**config.mk**
```make
export PLATFORM = sky130hd
export DESIGN_NAME = sv32_mmu
export DESIGN_NICKNAME = d
export VERILOG_FILES = /design/src/design/mmu_pkg.sv /design/src/design/pte_checker.sv /design/src/design/ptw_fsm.sv /design/src/design/sv32_mmu.sv /design/src/design/walk_datapath.sv
export VERILOG_INCLUDE_DIRS = /design/src /design/src/design
export SDC_FILE = /design/constraint.sdc
export NUM_CORES = 1
export LEC_CHECK = 0
export ABC_AREA = 1
export ABC_CLOCK_PERIOD_IN_PS = 5100
export BUFFER_PORTS_ARGS = -buffer_cell sky130_fd_sc_hd__buf_2
export CAP_MARGIN = 10
export CORE_AREA = 2 2 81 103
export CTS_CLUSTER_SIZE = 12
export DETAILED_ROUTE_END_ITERATION = 6
export DIE_AREA = 0 0 83 105
export MAX_ROUTING_LAYER = met4
export PLACE_DENSITY_LB_ADDON = 0.3
export REMOVE_ABC_BUFFERS = 1
export SLEW_MARGIN = 0
export SYNTH_ARGS = -nofsm -noshare
export SYNTH_HDL_FRONTEND = slang
export SYNTH_SLANG_ARGS = --single-unit
export TNS_END_PERCENT = 50
```
**constraint.sdc**
```tcl
create_clock -name clk -period 5.1 [get_ports clk]
set_input_delay 0.255 -clock clk [delete_from_list [all_inputs] [get_ports clk]]
set_output_delay 0.255 -clock clk [all_outputs]
set_load 0.05 [all_outputs]
```
**src/design/mmu_macros.svh**
```systemverilog
`ifndef MMU_MACROS_SVH
`define MMU_MACROS_SVH

// Address and PTE width for RV32
`define MMU_XLEN       32

// Virtual address layout
// VPN[1] sits above VPN[0], each one index into a 1024 entry table
`define MMU_VPN_W      10
`define MMU_OFFSET_W   12

// PPN field of a PTE occupies the top bits
`define MMU_PPN_W      22

// PTEs are four bytes apart
`define MMU_PTE_SHIFT  2

// PTE flag bit positions
`define MMU_PTE_V      0
`define MMU_PTE_R      1
`define MMU_PTE_W      2
`define MMU_PTE_X      3
`define MMU_PTE_U      4

// A and D bits live at 6 and 7 and are ignored by the walker

`endif

```
**src/design/mmu_pkg.sv**
```systemverilog
package mmu_pkg;

    // Walker state
    typedef enum logic [1:0] {
        IDLE,
        LEVEL1_WAIT,
        LEVEL2_WAIT,
        FAULT
    } ptw_state_e;

    // Privilege levels, encoded as in mstatus.MPP
    typedef enum logic [1:0] {
        PRIV_U = 2'd0,
        PRIV_S = 2'd1,
        PRIV_M = 2'd3
    } priv_e;

    // RISC-V exception causes for page faults
    typedef enum logic [3:0] {
        FAULT_INST  = 4'd12,
        FAULT_LOAD  = 4'd13,
        FAULT_STORE = 4'd15
    } fault_code_e;

    // Source of the page table read address
    typedef enum logic [1:0] {
        ROOT_LIVE,
        ROOT_SAVED,
        NEXT_LIVE,
        NEXT_SAVED
    } ptw_addr_sel_e;

    // Shape of the translated address
    typedef enum logic [1:0] {
        PADDR_BARE,
        PADDR_SUPER,
        PADDR_PAGE
    } paddr_sel_e;

endpackage

```
**src/design/pte_checker.sv**
```systemverilog
`timescale 1ns/1ps

`include "mmu_macros.svh"

module pte_checker
    import mmu_pkg::*;
(
    input  logic [`MMU_XLEN-1:0] pte_i,
    input  logic                 level2_i,
    input  priv_e                priv_i,
    input  logic                 is_write_i,
    input  logic                 is_execute_i,
    output logic                 pte_leaf_o,
    output logic                 pte_fault_o
);

    // PPN starts right above the flag and RSW bits
    localparam int PPN_LSB = `MMU_XLEN - `MMU_PPN_W;

    logic v_bit;
    logic r_bit;
    logic w_bit;
    logic x_bit;
    logic u_bit;
    logic leaf;
    logic is_load;
    logic misaligned;
    logic perm_fault;

    assign v_bit = pte_i[`MMU_PTE_V];
    assign r_bit = pte_i[`MMU_PTE_R];
    assign w_bit = pte_i[`MMU_PTE_W];
    assign x_bit = pte_i[`MMU_PTE_X];
    assign u_bit = pte_i[`MMU_PTE_U];

    // Leaf once any of R or X is set, otherwise a pointer
    assign leaf       = r_bit | x_bit;
    assign pte_leaf_o = leaf;

    // Superpage needs PPN[0] all zero
    assign misaligned = |pte_i[PPN_LSB +: `MMU_VPN_W];

    assign is_load = !is_write_i && !is_execute_i;

    // Permission checks, S mode reaches U pages freely
    always_comb begin
        perm_fault = 1'b0;
        // Reserved encoding
        if (w_bit && !r_bit)
            perm_fault = 1'b1;
        if (priv_i == PRIV_U && !u_bit)
            perm_fault = 1'b1;
        if (is_load && !r_bit)
            perm_fault = 1'b1;
        if (is_write_i && !w_bit)
            perm_fault = 1'b1;
        if (is_execute_i && !x_bit)
            perm_fault = 1'b1;
    end

    // Structural checks first, permissions only on leaves
    always_comb begin
        if (!v_bit)
            pte_fault_o = 1'b1;
        else if (!leaf)
            pte_fault_o = level2_i;
        else if (!level2_i && misaligned)
            pte_fault_o = 1'b1;
        else
            pte_fault_o = perm_fault;
    end

endmodule

```
**src/design/ptw_fsm.sv**
```systemverilog
`timescale 1ns/1ps

`include "mmu_macros.svh"

module ptw_fsm
    import mmu_pkg::*;
(
    input  logic          clk,
    input  logic          rst,
    input  logic          translate_req_i,
    input  logic          paging_enabled_i,
    input  logic          ptw_ack_i,
    input  logic          pte_leaf_i,
    input  logic          pte_fault_i,
    output logic          level2_o,
    output logic          capture_o,
    output logic          pte_load_o,
    output logic          ptw_req_o,
    output ptw_addr_sel_e ptw_addr_sel_o,
    output paddr_sel_e    paddr_sel_o,
    output logic          translate_done_o,
    output logic          page_fault_o
);

    ptw_state_e state_q;
    ptw_state_e state_d;

    always_ff @(posedge clk or posedge rst) begin
        if (rst)
            state_q <= IDLE;
        else
            state_q <= state_d;
    end

    // Checker looks at the level that is being waited on
    assign level2_o = (state_q == LEVEL2_WAIT);

    always_comb begin
        state_d          = state_q;
        capture_o        = 1'b0;
        pte_load_o       = 1'b0;
        ptw_req_o        = 1'b0;
        ptw_addr_sel_o   = ROOT_LIVE;
        paddr_sel_o      = PADDR_BARE;
        translate_done_o = 1'b0;
        page_fault_o     = 1'b0;

        case (state_q)
            IDLE: begin
                if (translate_req_i) begin
                    if (!paging_enabled_i) begin
                        // Bare mode done in the request cycle
                        translate_done_o = 1'b1;
                    end else begin
                        // Root read goes out from the live vaddr
                        capture_o      = 1'b1;
                        ptw_req_o      = 1'b1;
                        ptw_addr_sel_o = ROOT_LIVE;
                        state_d        = LEVEL1_WAIT;
                    end
                end
            end

            LEVEL1_WAIT: begin
                if (!ptw_ack_i) begin
                    // Hold the root read
                    ptw_req_o      = 1'b1;
                    ptw_addr_sel_o = ROOT_SAVED;
                end else if (pte_fault_i) begin
                    state_d = FAULT;
                end else if (pte_leaf_i) begin
                    // 4 MB superpage
                    translate_done_o = 1'b1;
                    paddr_sel_o      = PADDR_SUPER;
                    state_d          = IDLE;
                end else begin
                    // Pointer, next read straight from ptw_data
                    pte_load_o     = 1'b1;
                    ptw_req_o      = 1'b1;
                    ptw_addr_sel_o = NEXT_LIVE;
                    state_d        = LEVEL2_WAIT;
                end
            end

            LEVEL2_WAIT: begin
                if (!ptw_ack_i) begin
                    ptw_req_o      = 1'b1;
                    ptw_addr_sel_o = NEXT_SAVED;
                end else if (pte_fault_i) begin
                    state_d = FAULT;
                end else begin
                    // Checker already rejects pointers here
                    translate_done_o = 1'b1;
                    paddr_sel_o      = PADDR_PAGE;
                    state_d          = IDLE;
                end
            end

            FAULT: begin
                // One cycle report, cause comes from the datapath
                translate_done_o = 1'b1;
                page_fault_o     = 1'b1;
                state_d          = IDLE;
            end

            default: begin
                state_d = IDLE;
            end
        endcase
    end

endmodule

```
**src/design/sv32_mmu.sv**
```systemverilog
`timescale 1ns/1ps

`include "mmu_macros.svh"

module sv32_mmu
    import mmu_pkg::*;
(
    input  logic                  clk,
    input  logic                  rst,
    // Translation request
    input  logic                  translate_req_i,
    input  logic [`MMU_XLEN-1:0]  vaddr_i,
    input  logic                  is_write_i,
    input  logic                  is_execute_i,
    input  priv_e                 priv_i,
    // satp state
    input  logic                  paging_enabled_i,
    input  logic [`MMU_PPN_W-1:0] satp_ppn_i,
    // Translation result
    output logic [`MMU_XLEN-1:0]  paddr_o,
    output logic                  translate_done_o,
    output logic                  page_fault_o,
    output logic [3:0]            fault_type_o,
    // Page table memory port
    output logic [`MMU_XLEN-1:0]  ptw_addr_o,
    output logic                  ptw_req_o,
    input  logic [`MMU_XLEN-1:0]  ptw_data_i,
    input  logic                  ptw_ack_i
);

    logic          level2;
    logic          capture;
    logic          pte_load;
    logic          pte_leaf;
    logic          pte_fault;
    ptw_addr_sel_e ptw_addr_sel;
    paddr_sel_e    paddr_sel;
    logic          saved_write;
    logic          saved_execute;
    priv_e         saved_priv;
    fault_code_e   fault_code;

    ptw_fsm u_ptw_fsm (
        .clk              (clk),
        .rst              (rst),
        .translate_req_i  (translate_req_i),
        .paging_enabled_i (paging_enabled_i),
        .ptw_ack_i        (ptw_ack_i),
        .pte_leaf_i       (pte_leaf),
        .pte_fault_i      (pte_fault),
        .level2_o         (level2),
        .capture_o        (capture),
        .pte_load_o       (pte_load),
        .ptw_req_o        (ptw_req_o),
        .ptw_addr_sel_o   (ptw_addr_sel),
        .paddr_sel_o      (paddr_sel),
        .translate_done_o (translate_done_o),
        .page_fault_o     (page_fault_o)
    );

    walk_datapath u_walk_datapath (
        .clk             (clk),
        .rst             (rst),
        .capture_i       (capture),
        .pte_load_i      (pte_load),
        .ptw_addr_sel_i  (ptw_addr_sel),
        .paddr_sel_i     (paddr_sel),
        .vaddr_i         (vaddr_i),
        .is_write_i      (is_write_i),
        .is_execute_i    (is_execute_i),
        .priv_i          (priv_i),
        .satp_ppn_i      (satp_ppn_i),
        .ptw_data_i      (ptw_data_i),
        .ptw_addr_o      (ptw_addr_o),
        .paddr_o         (paddr_o),
        .saved_write_o   (saved_write),
        .saved_execute_o (saved_execute),
        .saved_priv_o    (saved_priv),
        .fault_code_o    (fault_code)
    );

    // Judged against the access captured at request time
    pte_checker u_pte_checker (
        .pte_i        (ptw_data_i),
        .level2_i     (level2),
        .priv_i       (saved_priv),
        .is_write_i   (saved_write),
        .is_execute_i (saved_execute),
        .pte_leaf_o   (pte_leaf),
        .pte_fault_o  (pte_fault)
    );

    assign fault_type_o = fault_code;

endmodule

```
**src/design/walk_datapath.sv**
```systemverilog
`timescale 1ns/1ps

`include "mmu_macros.svh"

module walk_datapath
    import mmu_pkg::*;
(
    input  logic                  clk,
    input  logic                  rst,
    input  logic                  capture_i,
    input  logic                  pte_load_i,
    input  ptw_addr_sel_e         ptw_addr_sel_i,
    input  paddr_sel_e            paddr_sel_i,
    input  logic [`MMU_XLEN-1:0]  vaddr_i,
    input  logic                  is_write_i,
    input  logic                  is_execute_i,
    input  priv_e                 priv_i,
    input  logic [`MMU_PPN_W-1:0] satp_ppn_i,
    input  logic [`MMU_XLEN-1:0]  ptw_data_i,
    output logic [`MMU_XLEN-1:0]  ptw_addr_o,
    output logic [`MMU_XLEN-1:0]  paddr_o,
    output logic                  saved_write_o,
    output logic                  saved_execute_o,
    output priv_e                 saved_priv_o,
    output fault_code_e           fault_code_o
);

    // Sv32 physical space is 34 bits wide
    localparam int PA_W     = `MMU_PPN_W + `MMU_OFFSET_W;
    localparam int PPN_LSB  = `MMU_XLEN - `MMU_PPN_W;
    localparam int VPN0_LSB = `MMU_OFFSET_W;
    localparam int VPN1_LSB = `MMU_OFFSET_W + `MMU_VPN_W;
    // Superpage keeps only PPN[1] from the PTE
    localparam int SUPER_W  = `MMU_PPN_W - `MMU_VPN_W;

    logic [`MMU_XLEN-1:0]  saved_vaddr_q;
    logic [`MMU_PPN_W-1:0] saved_ppn_q;
    logic                  saved_write_q;
    logic                  saved_execute_q;
    priv_e                 saved_priv_q;
    logic [`MMU_PPN_W-1:0] base_ppn;
    logic [`MMU_VPN_W-1:0] vpn;
    logic [PA_W-1:0]       walk_addr;
    logic [PA_W-1:0]       paddr_full;

    // Access descriptor of the walk in flight
    always_ff @(posedge clk or posedge rst) begin
        if (rst) begin
            saved_write_q   <= 1'b0;
            saved_execute_q <= 1'b0;
            saved_priv_q    <= PRIV_U;
        end else if (capture_i) begin
            saved_write_q   <= is_write_i;
            saved_execute_q <= is_execute_i;
            saved_priv_q    <= priv_i;
        end
    end

    // Virtual address and level 1 pointer
    always_ff @(posedge clk) begin
        if (capture_i)
            saved_vaddr_q <= vaddr_i;
        if (pte_load_i)
            saved_ppn_q <= ptw_data_i[PPN_LSB +: `MMU_PPN_W];
    end

    // Live sources cover the cycle before the registers fill
    always_comb begin
        base_ppn = satp_ppn_i;
        vpn      = saved_vaddr_q[VPN1_LSB +: `MMU_VPN_W];
        case (ptw_addr_sel_i)
            ROOT_LIVE:  vpn = vaddr_i[VPN1_LSB +: `MMU_VPN_W];
            ROOT_SAVED: vpn = saved_vaddr_q[VPN1_LSB +: `MMU_VPN_W];
            NEXT_LIVE: begin
                base_ppn = ptw_data_i[PPN_LSB +: `MMU_PPN_W];
                vpn      = saved_vaddr_q[VPN0_LSB +: `MMU_VPN_W];
            end
            NEXT_SAVED: begin
                base_ppn = saved_ppn_q;
                vpn      = saved_vaddr_q[VPN0_LSB +: `MMU_VPN_W];
            end
            default: vpn = saved_vaddr_q[VPN1_LSB +: `MMU_VPN_W];
        endcase
    end

    // Table base plus index times PTE size
    assign walk_addr = {base_ppn, {`MMU_OFFSET_W{1'b0}}}
                     + {{(PA_W - `MMU_VPN_W - `MMU_PTE_SHIFT){1'b0}}, vpn,
                        {`MMU_PTE_SHIFT{1'b0}}};
    // Bus only carries the low 32 bits
    assign ptw_addr_o = walk_addr[`MMU_XLEN-1:0];

    // Leaf PPN comes straight from the acked PTE
    always_comb begin
        case (paddr_sel_i)
            PADDR_SUPER: paddr_full = {ptw_data_i[`MMU_XLEN-1 -: SUPER_W],
                                       saved_vaddr_q[VPN0_LSB +: `MMU_VPN_W],
                                       saved_vaddr_q[`MMU_OFFSET_W-1:0]};
            PADDR_PAGE:  paddr_full = {ptw_data_i[PPN_LSB +: `MMU_PPN_W],
                                       saved_vaddr_q[`MMU_OFFSET_W-1:0]};
            default:     paddr_full = {{(PA_W - `MMU_XLEN){1'b0}}, vaddr_i};
        endcase
    end
    assign paddr_o = paddr_full[`MMU_XLEN-1:0];

    assign saved_write_o   = saved_write_q;
    assign saved_execute_o = saved_execute_q;
    assign saved_priv_o    = saved_priv_q;

    // Fetch wins over store, load otherwise
    always_comb begin
        if (saved_execute_q)
            fault_code_o = FAULT_INST;
        else if (saved_write_q)
            fault_code_o = FAULT_STORE;
        else
            fault_code_o = FAULT_LOAD;
    end

endmodule

```
==> results by group <==
Status
  – Outcome: finished, final reports clean

Clocking
  – CTS buffer count: 9
  – Clock Latency Late Sink: 0.34 ns
  – Clock Sinks: 58
  – TritonCTS clock tree: built
  – Reg clk slew, reported paths: 0.06 ns
  – # resized after CTS: 0
  – H-tree depth: 3
  – CTS root buf: clkbuf_8
  – Clk buf depth: 2

Route
  – Residual DRC: 0
  – DR pass1 iterations: 4
  – Total wire length: 9200 um
  – Routed WL per cell: 14.3 um
  – Iter 0 DRT Violations: 192
  – DRT antenna net count: 0
  – Vias/cell: 5.12
  – Vias: 3,286

Final layout
  – Diode count: 0
  – Nets@finish: 646
  – Most common cell after layout, fill and taps aside: buf_2
  – Share of post-route cells with drive strength above 1: 36.0%
  – Most frequent cells in the layout: 152 x buf_2, 124 x nand2_1, 52 x edfxtp_1
  – Register Area: 1710 sq um
  – Post-route insts no fill: 642
  – Utilization after layout: 56.7%
  – Fillers: 729
  – Multi-input gate area in the final layout: 1480 sq um
  – Area Growth Syn to Fin: 28.3%

Floorplan
  – Top-Level Pins: 166
  – DIE HEIGHT: 105 um
  – Die X: 83 um
  – DIE AREA: 8720 sq um
  – Core Area: 7700 sq um
  – Starting Density: 44.2%
  – Num rows: 36

Synth
  – Area contributors post-synth: edfxtp_1 46%, nand2_1 14%, nand3_1 6.6%, nand3_2 5.9%, a21oi_1 4.7%
  – Post-synthesis sequential area ratio: 50.3%
  – Syn_area_per_cell: 8.51 sq um
  – Cells after Synth: 400
  – Area share of the largest cell type after synthesis: 45.9%
  – Yosys warning count: 0
  – Syn Std Cell Area: 3400 sq um
  – Area leader, netlist: edfxtp_1
  – Number of synthesized register bits: 58
  – Netlist cell types: 29

Timing
  – Fmax: 273 MHz
  – Final Max Tran Viols: 0
  – Period utilisation layout: 71.8%
  – Fin crit period: 3.66 ns
  – Final setup TNS: 0 ns
  – Hold Violations, Final: 0
  – RSZ-0062 raised after global routing: no
  – Min Hold Slack: 0.111 ns
  – Slew at the pin closest to its max-slew limit: 1.01 ns
  – Setup violations, final: 0
  – Worst relative slew slack: 32.2%
  – Worst Clk Skew: 0.00772 ns

Min path
  – HP Class: primary input to register
  – Worst hold path cell count: 1

Pwr
  – Power Dens Cells: 465 nW/um^2
  – Maximum vdd drop: 0.261 mV
  – Final Power: 0.00203 W
  – Leakage: 2.08 nW

Job
  – Max Cap Viol: 0

GRT
  – Largest net degree at the start of global routing: 40
  – Number of global-route vias before repair: 3,074
  – First-pass GRT wire length: 15,100 um
  – Final global-route overflow total: 0
  – Initial antenna violation count: 0
  – GRT Overall Usage: 22.5%

Critical path
  – Max incr delay on CP: 0.43 ns
  – CP cell instances: inv_1 > ha_1 > inv_1 > nor2_1 > buf_4 > inv_1 > nand2_2 > nand3_4 > inv_2 > nand2_1 > nand3_2 > buf_2
  – Buf/Inv on CP: 6
  – Crit path DAT: 3.41 ns
  – Crit-path most repeated cell: inv_1
  – Crit. End Element: primary output
  – CP Launch Type: register
  – Delay-heaviest family, CP: buffers and inverters
  – Setup Crit Path Kind: register to primary output
  – WP depth: 12
  – WP data required: 4.85 ns
  – FF-to-FF path depth: 7
  – Crit Path Max Fanout: 22
  – Crit path max-delay cell type: inv_1

Place
  – Post-Place Cells: 627
  – RePlAce Congestion: 0.806
  – Detailed placer's ending HPWL: 6650 um
  – # port buffers: 152
[state kept, by name, summed over array words and instances (netlist names)]
register / cells
u_ptw_fsm.state_q: 2
u_walk_datapath.saved_execute_o: 1
u_walk_datapath.saved_write_o: 1
u_walk_datapath.saved_ppn_q: 20
u_walk_datapath.saved_priv_o: 2
u_walk_datapath.saved_vaddr_q: 32
[worst reg2reg max path, stage by stage (launching register included)]
cell and delay [ns]:
dfrtp_1 0.40, inv_1 0.13, ha_1 0.23, o21bai_1 0.13, nand2_1 0.08, nand2_2 0.09, nand4_2 0.10, inv_1 0.64
[synth_stat cells, drive strengths merged]
cell	number
nand4	2
a22oi	1
inv	23
nor3	2
or2	1
dfrtp	6
ha	7
nand3	66
o22ai	1
nor2	34
edfxtp	52
conb	2
clkbuf	15
a21oi	32
o21ai	15
o21bai	2
nand2	128
a31oi	1
buf	10
[path summary, 6_finish.rpt]
path / slack [ns] / startpoint / to
max reg2reg: 2.92 / u_ptw_fsm.state_q[0]$_DFFE_PP0P_ / u_walk_datapath.saved_ppn_q[15]$_DFFE_PP_
max in group asynchronous: 4.55 / rst / u_walk_datapath.saved_execute_o$_DFFE_PP0P_
min: 0.11 / vaddr_i[5] / u_walk_datapath.saved_vaddr_q[5]$_DFFE_PP_
min reg2reg: 0.48 / u_walk_datapath.saved_priv_o[1]$_DFFE_PP0P_ / u_walk_datapath.saved_priv_o[1]$_DFFE_PP0P_
max: 1.44 / u_ptw_fsm.state_q[0]$_DFFE_PP0P_ / ptw_addr_o[16]
min in group asynchronous: 0.37 / rst / u_ptw_fsm.state_q[0]$_DFFE_PP0P_
[where the power goes]
part | switching, W | leakage [nW] | internal (W) | total, W
Sequential | 0.0000223 | 0.543 | 0.000572 | 0.000594
Clock | 0.000175 | 0.0898 | 0.000215 | 0.000390
Combinational | 0.000806 | 1.45 | 0.000238 | 0.00104
[final cells by class]
class | count | share of cell area (%)
Sequential cell | 58 | 39.2
Multi-Input combinational cell | 296 | 34.0
Timing Repair Buffer | 156 | 18.2
Clock buffer | 9 | 2.84
Tap cell | 95 | 2.72
Inverter | 23 | 1.98
Clock inverter | 5 | 1.09
[kinds of logic after synthesis]
| logic type | count (synthesis) | share of synthesized area, % |
|---|---|---|
| AO/OA/AOI/OAI | 52 | 7.94 |
| adder cells (fa/ha/maj) | 7 | 2.57 |
| buffers and inverters | 48 | 6.54 |
| flip-flops | 58 | 50.3 |
| other | 2 | 0.221 |
| AND/OR/NAND/NOR | 233 | 32.4 |
[through the flow]
step | instance area [sq um] | setup slack, ns
after floorplan | 3270 | 1.40
after global placement | 4180 | 1.80
after detailed placement | 4180 | 1.72
after CTS | 4370 | 1.35
after global routing | 4370 | 1.08
final | 4370 | 1.44
[repair_timing]
item                                   in CTS  in global routing
endpoints found under the hold margin       6                  0
hold buffers                                1                  0
setup buffers                               0                  0
[per-layer routing]
layer / global-route usage [%] / vias to the layer above / wire [um]
li1: - / 1622 / -
met1: 26.7 / 1493 / 3730
met2: 36.9 / 151 / 4630
met3: 5.61 / 20 / 627
met4: 8.55 / 0 / 211
met5: - / - / 0
Power figures use the tool's default switching activity.
